### config.mk
export PLATFORM = sky130hd
export DESIGN_NAME = multicycle_exec_stage
export DESIGN_NICKNAME = d
export VERILOG_FILES = /design/src/verilog/exec_data_pkg.sv /design/src/verilog/exec_ctrl_pkg.sv /design/src/verilog/mdu_iteration_counter.sv /design/src/verilog/mdu_datapath.sv /design/src/verilog/long_op_sequencer.sv /design/src/verilog/multicycle_exec_stage.sv
export VERILOG_INCLUDE_DIRS = /design/src /design/src/include
export SDC_FILE = /design/constraint.sdc
export NUM_CORES = 1
export LEC_CHECK = 0
export BUFFER_PORTS_ARGS = -buffer_cell sky130_fd_sc_hd__buf_2
export CORE_MARGIN = 2
export CORE_UTILIZATION = 50
export CTS_BUF_LIST = sky130_fd_sc_hd__clkbuf_4
export DETAILED_ROUTE_END_ITERATION = 16
export PLACE_DENSITY_LB_ADDON = 0.1
export RECOVER_POWER = 50
export SYNTH_ARGS = -nofsm -noshare
export SYNTH_HDL_FRONTEND = slang
export SYNTH_SLANG_ARGS = --single-unit
### constraint.sdc
create_clock -name clk -period 3.4 [get_ports clk]
set_input_delay 0.34 -clock clk [delete_from_list [all_inputs] [get_ports clk]]
set_output_delay 0.34 -clock clk [all_outputs]
set_load 0.05 [all_outputs]
### src/include/exec_macros.svh
// Widths are fixed at compile time; MDU_STEPS must equal XLEN and fit in STEP_W bits
`ifndef EXEC_MACROS_SVH
`define EXEC_MACROS_SVH

// ==========================================================
// Datapath widths
// ==========================================================

// Data word width for operands, results and memory-unit traffic
`define XLEN 32

// Multiply/divide unit handles one bit per iteration
`define MDU_STEPS 32

// Step counter must hold MDU_STEPS itself
`define STEP_W 6

// ==========================================================
// Field widths
// ==========================================================

// Multiply/divide operation code
`define MDU_OP_W 2

`endif

### src/verilog/exec_data_pkg.sv
// Data types only; all widths follow the macros in exec_macros.svh
`default_nettype none

`include "exec_macros.svh"

package exec_data_pkg;

    // ==========================================================
    // Data words and counts
    // ==========================================================

    // Operands, results, memory-unit address and data
    typedef logic [`XLEN-1:0] word_t;

    // Iterations left in the multiply/divide unit
    typedef logic [`STEP_W-1:0] step_count_t;

    // ==========================================================
    // Multiply/divide operations
    // ==========================================================

    // All divides are unsigned
    typedef enum logic [`MDU_OP_W-1:0] {
        MDU_MUL,    // Low word of the product
        MDU_DIVU,   // Quotient
        MDU_MODU    // Remainder
    } mdu_op_t;

endpackage

`default_nettype wire

### src/verilog/exec_ctrl_pkg.sv
// Control encodings for the stage; only one long operation is held at a time
`default_nettype none

package exec_ctrl_pkg;

    // Operation presented by upstream
    typedef enum logic [1:0] {
        OP_NONE,
        OP_MDU,
        OP_IO,
        OP_CLEAR_CACHE
    } op_kind_t;

    // Request sequencer, shared by all three units
    typedef enum logic [1:0] {
        SEQ_IDLE,
        SEQ_STARTED,
        SEQ_WAIT_DONE
    } seq_state_t;

endpackage

`default_nettype wire

### src/verilog/mdu_iteration_counter.sv
// A new start is only legal once done has been seen; step runs for MDU_STEPS cycles
`default_nettype none

`include "exec_macros.svh"

module mdu_iteration_counter
    import exec_data_pkg::*;
(
    input  wire     clk,
    input  wire     reset,
    input  wire     start,
    output logic    step,
    output logic    done
);

    step_count_t count;

    // Datapath works whenever iterations remain
    assign step = (count != '0);

    always_ff @(posedge clk) begin
        if (reset) begin
            count <= '0;
            done  <= 1'b0;
        end else begin
            // Pulse once, in the cycle after the last step
            done <= step && (count == step_count_t'(1));
            if (start) begin
                count <= step_count_t'(`MDU_STEPS);
            end else if (step) begin
                count <= count - step_count_t'(1);
            end
        end
    end

    // The sequencer waits for done before it can issue again
    assert property (@(posedge clk) disable iff (reset)
        start |-> !step);

endmodule

`default_nettype wire

### src/verilog/mdu_datapath.sv
// Unsigned only; y is valid in the cycle done is pulsed and holds until the next start
`default_nettype none

`include "exec_macros.svh"

module mdu_datapath
    import exec_data_pkg::*;
(
    input  wire             clk,
    input  wire             reset,
    input  wire             start,
    input  wire mdu_op_t    op,
    input  wire word_t      a,
    input  wire word_t      b,
    input  wire             step,
    output word_t           y
);

    // ==========================================================
    // Registers
    // ==========================================================

    // In a multiply shift_reg is the multiplicand moving left and opnd_b the multiplier
    // In a divide shift_reg takes the dividend in and the quotient out, with opnd_b as divisor
    mdu_op_t op_reg;
    word_t   shift_reg;
    word_t   opnd_b;
    word_t   acc;

    logic [`XLEN:0] partial;
    logic [`XLEN:0] diff;
    logic           fits;
    word_t          addend;

    // ==========================================================
    // Step logic
    // ==========================================================

    always_comb begin
        // Restoring divide trial subtraction
        partial = {acc, shift_reg[`XLEN-1]};
        diff    = partial - {1'b0, opnd_b};
        fits    = (partial >= {1'b0, opnd_b});
        // Shift-add multiply partial product
        addend  = opnd_b[0] ? shift_reg : '0;
    end

    always_ff @(posedge clk) begin
        if (reset) begin
            op_reg <= MDU_MUL;
            acc    <= '0;
        end else if (start) begin
            op_reg <= op;
            acc    <= '0;
        end else if (step) begin
            if (op_reg == MDU_MUL) begin
                acc <= acc + addend;
            end else if (fits) begin
                acc <= diff[`XLEN-1:0];
            end else begin
                acc <= partial[`XLEN-1:0];
            end
        end
    end

    // Operands load on start and shift once per step
    always_ff @(posedge clk) begin
        if (start) begin
            shift_reg <= a;
            opnd_b    <= b;
        end else if (step) begin
            if (op_reg == MDU_MUL) begin
                shift_reg <= shift_reg << 1;
                opnd_b    <= opnd_b >> 1;
            end else begin
                shift_reg <= {shift_reg[`XLEN-2:0], fits};
            end
        end
    end

    // A zero divisor makes every trial fit, so the quotient fills with ones
    // and the dividend bits pass unchanged into the remainder
    always_comb begin
        case (op_reg)
            MDU_DIVU: y = shift_reg;
            MDU_MODU: y = acc;
            default:  y = acc;
        endcase
    end

endmodule

`default_nettype wire

### src/verilog/long_op_sequencer.sv
// Upstream must hold op_kind and operands while stall is high; no downstream back-pressure
`default_nettype none

module long_op_sequencer
    import exec_data_pkg::*;
    import exec_ctrl_pkg::*;
(
    input  wire             clk,
    input  wire             reset,

    input  wire op_kind_t   op_kind,
    input  wire mdu_op_t    mdu_op,
    input  wire word_t      operand_a,
    input  wire word_t      operand_b,
    input  wire             io_write,

    output logic            stall,
    output word_t           result,
    output logic            result_valid,

    output logic            mu_start,
    output word_t           mu_addr,
    output word_t           mu_data,
    output logic            mu_we,
    input  wire word_t      mu_q,
    input  wire             mu_done,

    output logic            l1_clear_cache,
    input  wire             l1_clear_cache_done,

    output logic            mdu_start,
    output mdu_op_t         mdu_req_op,
    output word_t           mdu_req_a,
    output word_t           mdu_req_b,
    input  wire             mdu_done,
    input  wire word_t      mdu_y
);

    seq_state_t state;
    logic       finished;
    logic       unit_done;
    word_t      unit_result;

    // Done and result of the unit that serves the held operation
    always_comb begin
        unit_done   = 1'b0;
        unit_result = '0;
        case (op_kind)
            OP_MDU: begin
                unit_done   = mdu_done;
                unit_result = mdu_y;
            end
            OP_IO: begin
                unit_done   = mu_done;
                unit_result = mu_q;
            end
            OP_CLEAR_CACHE: unit_done = l1_clear_cache_done;  // result stays zero
            default: unit_done = 1'b0;
        endcase
    end

    assign stall        = (op_kind != OP_NONE) && !finished;
    assign result_valid = finished;

    always_ff @(posedge clk) begin
        if (reset) begin
            state          <= SEQ_IDLE;
            finished       <= 1'b0;
            result         <= '0;
            mu_start       <= 1'b0;
            mu_addr        <= '0;
            mu_data        <= '0;
            mu_we          <= 1'b0;
            l1_clear_cache <= 1'b0;
            mdu_start      <= 1'b0;
            mdu_req_op     <= MDU_MUL;
            mdu_req_a      <= '0;
            mdu_req_b      <= '0;
        end else begin
            case (state)
                SEQ_IDLE: begin
                    finished <= 1'b0;
                    result   <= '0;
                    // A finished flag blocks a second request for the same operation
                    if (op_kind != OP_NONE && !finished) begin
                        case (op_kind)
                            OP_MDU: begin
                                mdu_start  <= 1'b1;
                                mdu_req_op <= mdu_op;
                                mdu_req_a  <= operand_a;
                                mdu_req_b  <= operand_b;
                            end
                            OP_IO: begin
                                mu_start <= 1'b1;
                                mu_addr  <= operand_a;
                                mu_data  <= operand_b;
                                mu_we    <= io_write;
                            end
                            default: l1_clear_cache <= 1'b1;
                        endcase
                        state <= SEQ_STARTED;
                    end
                end

                SEQ_STARTED: begin
                    // Start pulses and request payload last one cycle
                    mu_start       <= 1'b0;
                    mu_addr        <= '0;
                    mu_data        <= '0;
                    mu_we          <= 1'b0;
                    l1_clear_cache <= 1'b0;
                    mdu_start      <= 1'b0;
                    mdu_req_op     <= MDU_MUL;
                    mdu_req_a      <= '0;
                    mdu_req_b      <= '0;
                    state          <= SEQ_WAIT_DONE;
                end

                SEQ_WAIT_DONE: begin
                    if (unit_done) begin
                        result   <= unit_result;
                        finished <= 1'b1;
                        state    <= SEQ_IDLE;
                    end
                end

                default: state <= SEQ_IDLE;
            endcase
        end
    end

    // ==========================================================
    // Assertions
    // ==========================================================

    // Only one external request is ever in flight
    assert property (@(posedge clk) disable iff (reset)
        !(mu_start && l1_clear_cache));

    assert property (@(posedge clk) disable iff (reset)
        (op_kind == OP_NONE) |-> !stall);

    // Upstream moves on after the result, so it never repeats
    assert property (@(posedge clk) disable iff (reset)
        result_valid |=> !result_valid);

endmodule

`default_nettype wire

### src/verilog/multicycle_exec_stage.sv
// One long operation at a time; the I/O address is operand A without decoding
`default_nettype none

module multicycle_exec_stage
    import exec_data_pkg::*;
    import exec_ctrl_pkg::*;
(
    input  wire             clk,
    input  wire             reset,

    input  wire op_kind_t   op_kind,
    input  wire mdu_op_t    mdu_op,
    input  wire word_t      operand_a,
    input  wire word_t      operand_b,
    input  wire             io_write,

    output logic            stall,
    output word_t           result,
    output logic            result_valid,

    output logic            mu_start,
    output word_t           mu_addr,
    output word_t           mu_data,
    output logic            mu_we,
    input  wire word_t      mu_q,
    input  wire             mu_done,

    output logic            l1_clear_cache,
    input  wire             l1_clear_cache_done
);

    // Internal multiply/divide handshake
    logic    mdu_start;
    logic    mdu_step;
    logic    mdu_done;
    mdu_op_t mdu_req_op;
    word_t   mdu_req_a;
    word_t   mdu_req_b;
    word_t   mdu_y;

    long_op_sequencer u_sequencer (
        .clk                 (clk),
        .reset               (reset),
        .op_kind             (op_kind),
        .mdu_op              (mdu_op),
        .operand_a           (operand_a),
        .operand_b           (operand_b),
        .io_write            (io_write),
        .stall               (stall),
        .result              (result),
        .result_valid        (result_valid),
        .mu_start            (mu_start),
        .mu_addr             (mu_addr),
        .mu_data             (mu_data),
        .mu_we               (mu_we),
        .mu_q                (mu_q),
        .mu_done             (mu_done),
        .l1_clear_cache      (l1_clear_cache),
        .l1_clear_cache_done (l1_clear_cache_done),
        .mdu_start           (mdu_start),
        .mdu_req_op          (mdu_req_op),
        .mdu_req_a           (mdu_req_a),
        .mdu_req_b           (mdu_req_b),
        .mdu_done            (mdu_done),
        .mdu_y               (mdu_y)
    );

    mdu_iteration_counter u_counter (
        .clk   (clk),
        .reset (reset),
        .start (mdu_start),
        .step  (mdu_step),
        .done  (mdu_done)
    );

    mdu_datapath u_datapath (
        .clk   (clk),
        .reset (reset),
        .start (mdu_start),
        .op    (mdu_req_op),
        .a     (mdu_req_a),
        .b     (mdu_req_b),
        .step  (mdu_step),
        .y     (mdu_y)
    );

endmodule

`default_nettype wire

# After elaboration in Yosys (flattened, before gate mapping)
# Index checks and enable logic that the tools add are counted.
[totals] input_bits=105 output_inout_bits=101 elab_cells=102 reg_bits=274
[op_classes] n_eq_ne=12 n_addsub=3 mux=48 magnitude_cmp=1 reduce_logical=19
[ops] cell="$mux W32" count=18
[ops] cell="$pmux W32 S2" count=6
[ops] cell="$ge A33 B32 Y1" count=1
[ops] cell="$add A32 B32 Y32" count=1
[ops] cell="$sub A32 B32 Y32" count=1
[ops] cell="$mux W6" count=2
[ops] cell="$mux W1" count=10
[ops] cell="$pmux W1 S2" count=5
[ops] cell="$reduce_bool A2 Y1" count=5
[ops] cell="$reduce_and A3 Y1" count=3
[ops] cell="$mux W2" count=4
[ops] cell="$ne A2 B2 Y1 const B" count=4
[ops] cell="$eq A2 B1 Y1 const B" count=3
[ops] cell="$eq A2 B2 Y1 const B" count=3
[ops] cell="$eq A6 B1 Y1 const B" count=1
[ops] cell="$pmux W2 S3" count=1
[ops] cell="$reduce_and A2 Y1" count=3
[ops] cell="$reduce_bool A6 Y1" count=1
[ops] cell="$sub A6 B1 Y6 const B" count=1
[ops] cell="$logic_not A2 Y1" count=2
[ops] cell="$pmux W2 S2" count=1
[ops] cell="$reduce_or A2 Y1" count=2
[ops] cell="$pmux W1 S3" count=1
[ops] cell="$logic_and A1 B1 Y1" count=2
[ops] cell="other kinds (2)" count=2

# Longest topological paths before layout
# Gate-level depths: netlist of run 1.
[logic_depth] word_depth=5 mapped_depth=15 depth_no_buf=14

# Hierarchy
# Synthesis of run 1 repeated with hierarchy kept, for this count alone.
[hier_totals] hier_cells=1801 area_unflattened_um2=15509.9
[by_module_without_submodules] mod="mdu_datapath" n_inst=1 cells_per_inst=977 seq_area_each_um2=2602.5 area_per_inst_um2=8510.7
[by_module_without_submodules] mod="long_op_sequencer" n_inst=1 cells_per_inst=788 seq_area_each_um2=3383.2 area_per_inst_um2=6636.4
[by_module_without_submodules] mod="mdu_iteration_counter" n_inst=1 cells_per_inst=36 seq_area_each_um2=140.1 area_per_inst_um2=362.8

# Worst setup path before layout of run 1
# Ideal clock, no wire load.
[synth_timing] kind="register -> register" from="reg u_datapath.opnd_b[0]" to="reg u_datapath.acc[31]" stages_incl_launch_ff=14 synth_period_minus_slack_ns=2.944 required_time_ns=3.262 n_path_buf=1 arrival_time_ns=2.806 setup_time_ns=0.138 slack_ns=0.456 cell_sequence="edfxtp_1 clkbuf_1 and2_1 ha_1 a21o_1 a21oi_1 nor2b_1 a311oi_1 a21oi_2 o221ai_2 o21ai_2 a221o_1 nor4_1 a311oi_1"
[synth_via] elab_chain_cells=3 elab_cells_between_ends=6 classes_between="2 x add/sub; 1 x order compare; 3 x mux"
[synth_rtl] element="start: declaration" line="mdu_datapath.sv:27" text="word_t opnd_b;"
[synth_rtl] element="start signal: assignment" line="mdu_datapath.sv:74" text="opnd_b <= opnd_b >> 1;"
[synth_rtl] element="$sub A32 B32 Y32 (tied with other cells)" line="mdu_datapath.sv:42" text="diff = partial - {1'b0, opnd_b};"
[synth_rtl] element="$mux W32 or $add A32 B32 Y32 (tied branches)" line="mdu_datapath.sv:58, mdu_datapath.sv:57"
[synth_rtl] element="$mux W32 *" line="mdu_datapath.sv:56" text="if (op_reg == MDU_MUL) begin"
[synth_rtl] element="end signal: assignment" line="mdu_datapath.sv:57" text="acc <= acc + addend;"
[synth_rtl] element="end signal: assignment" line="mdu_datapath.sv:59" text="acc <= diff[`XLEN-1:0];"
[synth_rtl] element="end signal: assignment" line="mdu_datapath.sv:61" text="acc <= partial[`XLEN-1:0];"
[synth_rtl] element="end: declaration" line="mdu_datapath.sv:28" text="word_t acc;"
# Every way passes the cells marked *; elsewhere a longest branch is shown, timed or not.
# A chain may end at the register's enable or synchronous reset.

# Worst setup path after layout of run 1
# Ends and elaborated chain as after synthesis.

==> metrics.md, run 1 <==
| Metric | Value |
|---|---|
| Run status | `finished, violations left` |
| Failing checks | `capacitance limit, slew limit` |
| Fillers | `2,701` |
| Crit path depth | `13` |
| Clk root buf | `clkbuf_4` |
| Number of buffers and inverters on the critical path | `1` |
| Die Footprint | `31,100 um2` |
| Crit path time final | `3240 ps` |
| Pin slew with the least headroom to its limit | `1720 ps` |
| FF-to-FF setup slack | `160 ps` |
| Critical Path End Type | `flip-flop` |
| Max Clock Freq | `308 MHz` |
| Start point of the critical path | `u_datapath.opnd_b[0]$_DFFE_PP_` |
| Synth Cell Area | `14,900 um2` |
| Pin count of the biggest net entering global routing | `74` |
| Startpoint types | `flip-flop` |
| Worst VDD drop | `0.503 mV` |
| CTS tree | `done` |
| Port-buffer cells | `205` |
| Max-Cap Viols | `2` |
| Die Ht | `176 um` |
| Sw frac | `43.3%` |
| Vias per cell | `5.56` |
| Critical path arrival | `3760 ps` |
| Post-synthesis sequential area ratio | `41.2%` |
| Main flop type after synthesis | `dfxtp_1` |
| Initial Util | `50.4%` |
| Post-CTS setup buffer count | `0` |
| Switching power total | `6.79 mW` |
| Final Setup Violations | `0` |
| Grt ovf | `0` |
| Antenna-violating nets left | `0` |
| Largest cells by area after synthesis | `dfxtp_1 28%, edfxtp_1 13%, nand2_1 7.5%, a21oi_1 6.2%, ha_1 6.0%` |
| Post-Synthesis Cells | `1,704` |
| Unrepaired setup endpoints after global routing | `false` |
| R2R cell count | `13` |
| Dpl hpwl | `31.5 mm` |
| Fin Setup TNS | `0 ps` |
| Pre-CTS WS | `119 ps` |
| First-pass GRT wire length | `69.6 mm` |
| WS Path Type | `flip-flop to flip-flop` |
| # DRC | `0` |
| Syn nets | `1,882` |
| H-tree depth | `3` |
| Post-Syn Area per Cell | `8.72 um2` |
| Required time worst endpoint | `3920 ps` |
| Most common cell type on the critical path | `a21oi_2` |
| Rows | `63` |
| Delay-heaviest family, CP | `compound AO/OA/AOI/OAI gates` |
| Layout area overhead | `21.3%` |
| Clock power frac | `19.6%` |
| # clock sinks | `274` |
| Yosys warns | `0` |
| Drt pass-1 iters | `7` |
| Share of layout cells above drive strength 1 | `17.9%` |
| Clock Latency Late Sink | `720 ps` |
| Worst-path clk slew | `60 ps` |
| Routed via count | `13.7k` |
| Fin. Hold Viols | `0` |
| Hold Crit Class | `input port to flip-flop` |
| Number of global-route vias before repair | `13.3k` |
| Worst slew margin | `-14.5%` |
| Initial antenna violation count | `1` |
| Top-area cell type share of the netlist area | `28.3%` |
| Combinational cell fraction of total power | `49.1%` |
| Yosys cell types | `85` |
| Top cell type by total area after synthesis | `dfxtp_1` |
| Final worst slack | `155 ps` |
| Final worst path period share | `95.4%` |
| Global placer's final weighted congestion | `0.924` |
| Final nets | `2,187` |
| FF-to-FF Start | `u_datapath.opnd_b[0]$_DFFE_PP_` |
| Reg-to-Reg End | `u_datapath.acc[31]$_SDFFE_PP0P_` |
| Final wirelength | `44.6 mm` |
| Tot GR Track Use | `28.3%` |
| # IOs | `206` |
| Critical Path End | `u_datapath.acc[31]$_SDFFE_PP0P_` |
| Critical-path maximum fanout | `22` |
| Clock skew | `69.2 ps` |
| Initial DRC Count | `765` |
| Clock Path Buffers | `3` |
| Internal power | `8.88 mW` |
| Power Density | `869 nW/um2` |
| Critical-path cell list | `buf_6, and2_1, ha_1, a21o_1, a21oi_2, a2111oi_4, o2111ai_2, a21oi_2, o221ai_2, o21ai_2, a221o_1, nor4_1, a311oi_1` |
| Leakage power | `7.43 nW` |
| Crit path max-delay cell type | `edfxtp_1` |
| CP peak stage delay | `390 ps` |
| Flip-flop and latch count after synthesis | `274` |
| Max-slew violation count | `78` |
| Drt wl/cell | `18.1 um` |
| Sequential power share | `31.4%` |
| Synth top cells by count | `297 x nand2_1, 210 x dfxtp_1, 185 x a21oi_1, 131 x nor2_1, 86 x clkbuf_1` |
| FFs w/ async S/R, synth | `0%` |
| Core box area | `29,500 um2` |
| Count leader, synth | `nand2_1` |
| Cts bufs inserted | `76` |
| EDFF count, synth | `64` |
| Die Wd | `176 um` |
layout make-up:
class,instances,area [um2],share of cell area [%]
clock inverters,23,121,0.673
well taps,390,488,2.71
repair buffers,337,2140,11.9
diodes,3,7.51,0.0417
flip-flops and latches,274,6130,34.0
inverters,51,191,1.06
clock buffers,116,871,4.83
multi-input cells,1269,8070,44.8
cells in the final DEF (no fill, tap or decap), types with 12 or more instances in the layout:
master	synthesis	layout
nand2_1	297	296
dfxtp_1	210	209
a21oi_1	185	185
nor2_1	131	127
clkbuf_4	0	117
clkbuf_1	86	105
buf_2	5	103
dlygate4sd3_1	0	94
o21ai_0	72	72
ha_1	71	71
mux2_2	66	66
edfxtp_1	64	64
a22oi_1	63	63
inv_1	51	51
and2_1	37	36
a22o_1	32	32
a21o_1	31	31
buf_4	2	30
xor2_1	28	28
xnor2_1	27	27
nand3_1	23	23
clkinv_1	0	15
o21ai_1	15	14
nor3_1	13	12
a31oi_1	12	12
mux2i_1	12	12
mux2_1	12	12
power by group through the flow:
| stage | combinational [mW] | clock [mW] | sequential (mW) |
|---|---|---|---|
| final | 7.68 | 3.07 | 4.91 |
| after global routing | 8.43 | 3.33 | 4.98 |
| after CTS | 7.59 | 3.15 | 4.89 |
| after detailed placement | 7.46 | 0 | 4.96 |
| after global placement | 7.39 | 0 | 4.95 |
| after floorplan | 5.63 | 0 | 4.77 |
cells by family (layout without fill, tap and decap cells):
family	Yosys count	count (layout)	synth area share [%]
AND/OR/NAND/NOR	559	559	16.4
AO/OA/AOI/OAI	492	492	21.3
flip-flops	274	274	41.2
buffers and inverters	161	527	4.93
multiplexers	90	90	6.72
adder cells (fa/ha/maj)	73	73	6.25
XOR/XNOR	55	55	3.24
other	0	3	0
worst min path at each step:
stage | startpoint | to | slack (ps) | cells past startpoint
6_report | mu_q[23] | u_sequencer.result[23]$_SDFFE_PP0P_ | 40 | 4
4_1_cts | mu_q[5] | u_sequencer.result[5]$_SDFFE_PP0P_ | 0.8 | 4
3_3_place_gp | u_sequencer.mu_addr[3]$_SDFFE_PP0P_ | u_sequencer.mu_addr[3]$_SDFFE_PP0P_ | 440 | 2
2_1_floorplan | u_sequencer.mdu_req_a[10]$_SDFFE_PP0P_ | u_sequencer.mdu_req_a[10]$_SDFFE_PP0P_ | 430 | 2
5_1_grt | mu_q[0] | u_sequencer.result[0]$_SDFFE_PP0P_ | 3 | 4
3_5_place_dp | u_sequencer.mu_data[13]$_SDFFE_PP0P_ | u_sequencer.mu_data[13]$_SDFFE_PP0P_ | 440 | 2
metal layers:
metal  vias up  global-route usage (%)  share of wire [%]
li1       6700                       -                  -
met1      6445                    37.8                 46
met2       422                    43.7                 45
met3       122                    5.75                5.2
met4         0                    13.6                4.4
met5         -                       0                  0
timing repair:
action,4_1_cts,5_1_grt
endpoints found under the hold margin,158,0
setup endpoints to repair,0,7
resized for setup,0,12
hold buffers,94,0
metrics by stage:
step | util [%] | cell area, um2 | power, mW | cells | hold WS (ps)
2_1_floorplan | - | 14900 | 10.4 | 1704 | 433
3_3_place_gp | 54.9 | 16200 | 12.3 | 2227 | 439
3_5_place_dp | 54.9 | 16200 | 12.4 | 2227 | 445
4_1_cts | 61.4 | 18100 | 15.6 | 2460 | 0.789
5_1_grt | 61.1 | 18000 | 16.7 | 2462 | 2.80
6_report | 61.1 | 18000 | 15.7 | 2463 | 42.9
worst min-delay path, cell delays in order:
cell     delay [ps]
buf_2            80
a22o_1          150
a22oi_1          70
nor2_1           80
Note: power is estimated with default switching activity, not from simulation.
==> run 2: changes to the inputs <==
--- a/config.mk
+++ b/config.mk
@@ -6,6 +6,7 @@
 export SDC_FILE = /design/constraint.sdc
 export NUM_CORES = 1
 export LEC_CHECK = 0
+export ABC_AREA = 1
 export BUFFER_PORTS_ARGS = -buffer_cell sky130_fd_sc_hd__buf_2
 export CORE_MARGIN = 2
 export CORE_UTILIZATION = 50
==> constraint.sdc (replaced) <==
create_clock -name clk -period 3.6 [get_ports clk]
set_input_delay 0.36 -clock clk [delete_from_list [all_inputs] [get_ports clk]]
set_output_delay 0.36 -clock clk [all_outputs]
set_load 0.05 [all_outputs]
==> run 2 against run 1 <==
Compared with the run above: the flow now finishes without violations; flip-flop and latch count stayed put; worst hold slack better by 5.4 ps; non-clock buffer count is 14 lower; critical path depth is 10 lower; first-iteration DRC count is 68% higher; via count is 24% higher; register-to-register slack better by 540 ps; die area is 8.6% higher; sequential share of layout area is 2.1 points lower; critical path type unchanged.
==> metrics.md, run 2 <==
| Metric | Value |
|---|---|
| FFs w/ async S/R, synth | `0%` |
| Syn nets | `2,557` |
| Startpoint types | `flip-flop` |
| Dpl hpwl | `39.8 mm` |
| Worst slew margin | `6.49%` |
| Combinational cell fraction of total power | `51.4%` |
| Power Density | `806 nW/um2` |
| Global placer's final weighted congestion | `1.02` |
| Drt pass-1 iters | `7` |
| Pin count of the biggest net entering global routing | `102` |
| Internal power | `8.00 mW` |
| Main flop type after synthesis | `dfxtp_1` |
| Initial Util | `51.0%` |
| Most common cell after layout, fill and taps aside | `nand2_1` |
| Rows | `65` |
| Worst-path clk slew | `70 ps` |
| Sequential power share | `30.2%` |
| Clock power frac | `18.4%` |
| Worst VDD drop | `0.393 mV` |
| Final worst path period share | `80.6%` |
| Die Ht | `184 um` |
| Final Setup Violations | `0` |
| Clock Path Buffers | `3` |
| Grt ovf | `0` |
| WS Path Type | `flip-flop to flip-flop` |
| Synth top cells by count | `752 x nand2_1, 236 x a21oi_1, 231 x inv_1, 210 x dfxtp_1, 199 x nand3_1` |
| Run status | `finished, final reports clean` |
| Critical-path cell list | `clkbuf_2, nand2_1, nand2_1` |
| Yosys cell types | `46` |
| Top cell type by total area after synthesis | `dfxtp_1` |
| Fin Setup TNS | `0 ps` |
| Tot GR Track Use | `31.7%` |
| DP Area | `17,500 um2` |
| EDFF count, synth | `64` |
| Core box area | `31,700 um2` |
| Fin Hold WS | `48.2 ps` |
| Max Clock Freq | `345 MHz` |
| Post-synthesis sequential area ratio | `37.9%` |
| Critical Path End Type | `flip-flop` |
| CP peak stage delay | `1080 ps` |
| Most common cell type on the critical path | `nand2_1` |
| Initial DRC Count | `1,285` |
| Sw frac | `48.4%` |
| Post-CTS setup buffer count | `0` |
| CTS tree | `done` |
| Final wirelength | `54.5 mm` |
| Drt wl/cell | `17.4 um` |
| Fillers | `3,110` |
| Synth Cell Area | `16,200 um2` |
| Post-Syn Area per Cell | `6.80 um2` |
| First-pass GRT wire length | `83.8 mm` |
| # clock sinks | `274` |
| Area of the multi-input gates | `8700 um2` |
| Clock Latency Late Sink | `780 ps` |
| # IOs | `206` |
| Seq. cell area | `6130 um2` |
| Leakage power | `8.71 nW` |
| Antenna-violating nets left | `0` |
| Largest cells by area after synthesis | `dfxtp_1 26%, nand2_1 17%, edfxtp_1 12%, a21oi_1 7.3%, nand3_1 6.2%` |
| Crit path time final | `2900 ps` |
| Number of global-route vias before repair | `15.7k` |
| Final nets | `2,847` |
| Yosys warns | `0` |
| Crit path max-delay cell type | `dfxtp_1` |
| Finished Cell Area | `19,200 um2` |
| H-tree depth | `3` |
| Post-Synthesis Cells | `2,379` |
| Routed via count | `17.0k` |
| Count leader, synth | `nand2_1` |
| Die Wd | `184 um` |
| Fin. Hold Viols | `0` |
| Max-slew violation count | `0` |
| Critical-path maximum fanout | `62` |
| Cts bufs inserted | `76` |
| Top-area cell type share of the netlist area | `26.0%` |
| Unrepaired setup endpoints after global routing | `false` |
| Die Footprint | `33,800 um2` |
| # DRC | `0` |
| Vias per cell | `5.43` |
| Clk root buf | `clkbuf_4` |
| Port-buffer cells | `205` |
| Final worst slack | `698 ps` |
| Commonest non-fill, non-tap cells in the layout | `752 x nand2_1, 236 x a21oi_1, 231 x inv_1` |
| Pin slew with the least headroom to its limit | `1400 ps` |
| Critical path arrival | `3490 ps` |
| Switching power total | `7.49 mW` |
| Initial antenna violation count | `4` |
| Clock skew | `89.1 ps` |
| Hold Crit Class | `input port to flip-flop` |
| Flip-flop and latch count after synthesis | `274` |
| Share of layout cells above drive strength 1 | `11.9%` |
| Required time worst endpoint | `4180 ps` |
| Pre-CTS WS | `903 ps` |
| Max-Cap Viols | `0` |
| Layout area overhead | `18.8%` |
[run 2: cell count changes in the layout (fill, tap and decap cells not counted), sizes merged, moves of 38 or more]
cell,delta
mux2,-78
o21ai,+72
a22oi,-38
a21oi,+59
nor2,+41
inv,+187
nand3,+180
nand2,+471
[run 2: layout make-up]
class                           count  area share, %
Multi-Input combinational cell   1752           45.3
Sequential cell                   274           31.9
Timing Repair Buffer              323           10.4
Inverter                          242           4.74
Clock buffer                      120           4.69
Tap cell                          402           2.62
Clock inverter                     14          0.358
Antenna cell                        2         0.0261
[run 2: final timing paths]
path / end / startpoint / depth (start not counted) / slack [ps]
max reg2reg: u_datapath.shift_reg[19]$_DFFE_PP_ / u_sequencer.mdu_start$_SDFFE_PP0P_ / 3 / 700
min: u_sequencer.result[10]$_SDFFE_PP0P_ / mu_q[10] / 5 / 50
min reg2reg: u_sequencer.mu_data[21]$_SDFFE_PP0P_ / u_sequencer.mu_data[21]$_SDFFE_PP0P_ / 2 / 460
max: u_datapath.shift_reg[19]$_DFFE_PP_ / u_sequencer.mdu_start$_SDFFE_PP0P_ / 3 / 700
[run 2: logic make-up (layout without fill, tap and decap cells)]
family	Yosys count	in the layout	share of synthesized area, %
AO/OA/AOI/OAI	457	457	15.3
XOR/XNOR	28	28	1.52
adder cells (fa/ha/maj)	73	73	5.74
buffers and inverters	353	699	8.51
flip-flops	274	274	37.9
other	0	2	0
AND/OR/NAND/NOR	1194	1194	31.1
[run 2: what timing repair did]
item | in CTS | in global routing
resized for setup | 0 | 0
hold endpoints to repair | 151 | 0
hold buffers | 87 | 0
[run 2: power groups by stage]
| stage | Clock, mW | Combinational (mW) | Sequential (mW) |
|---|---|---|---|
| after CTS | 2.91 | 7.87 | 4.64 |
| final | 2.85 | 7.96 | 4.68 |
| after global routing | 3.06 | 8.78 | 4.72 |
| after global placement | 0 | 7.71 | 4.71 |
| after detailed placement | 0 | 7.76 | 4.70 |
| after floorplan | 0 | 5.60 | 4.50 |
[run 2: per-stage QoR]
stage | power (mW) | instances | util, %
after floorplan | 10.1 | 2379 | -
after global placement | 12.4 | 2906 | 55.2
after detailed placement | 12.5 | 2906 | 55.2
after CTS | 15.4 | 3127 | 61.0
after global routing | 16.6 | 3128 | 60.6
final | 15.5 | 3129 | 60.6
[run 2: routing by layer]
layer,GRT usage [%],wire [um],part of all wire [%],vias to the layer above
li1,-,-,-,8381
met1,42.8,24100,44,7757
met2,49.4,24300,45,710
met3,6.44,4070,7.5,127
met4,13.7,1990,3.7,2
met5,0,13,0.024,-
[run 2: worst max-delay path, delay by kind of cell (launching register included)]
| kind | cells | cell delay (ps) |
|---|---|---|
| buffers and inverters | 1 | 1040 |
| AND/OR/NAND/NOR | 2 | 580 |
| flip-flops | 1 | 1080 |
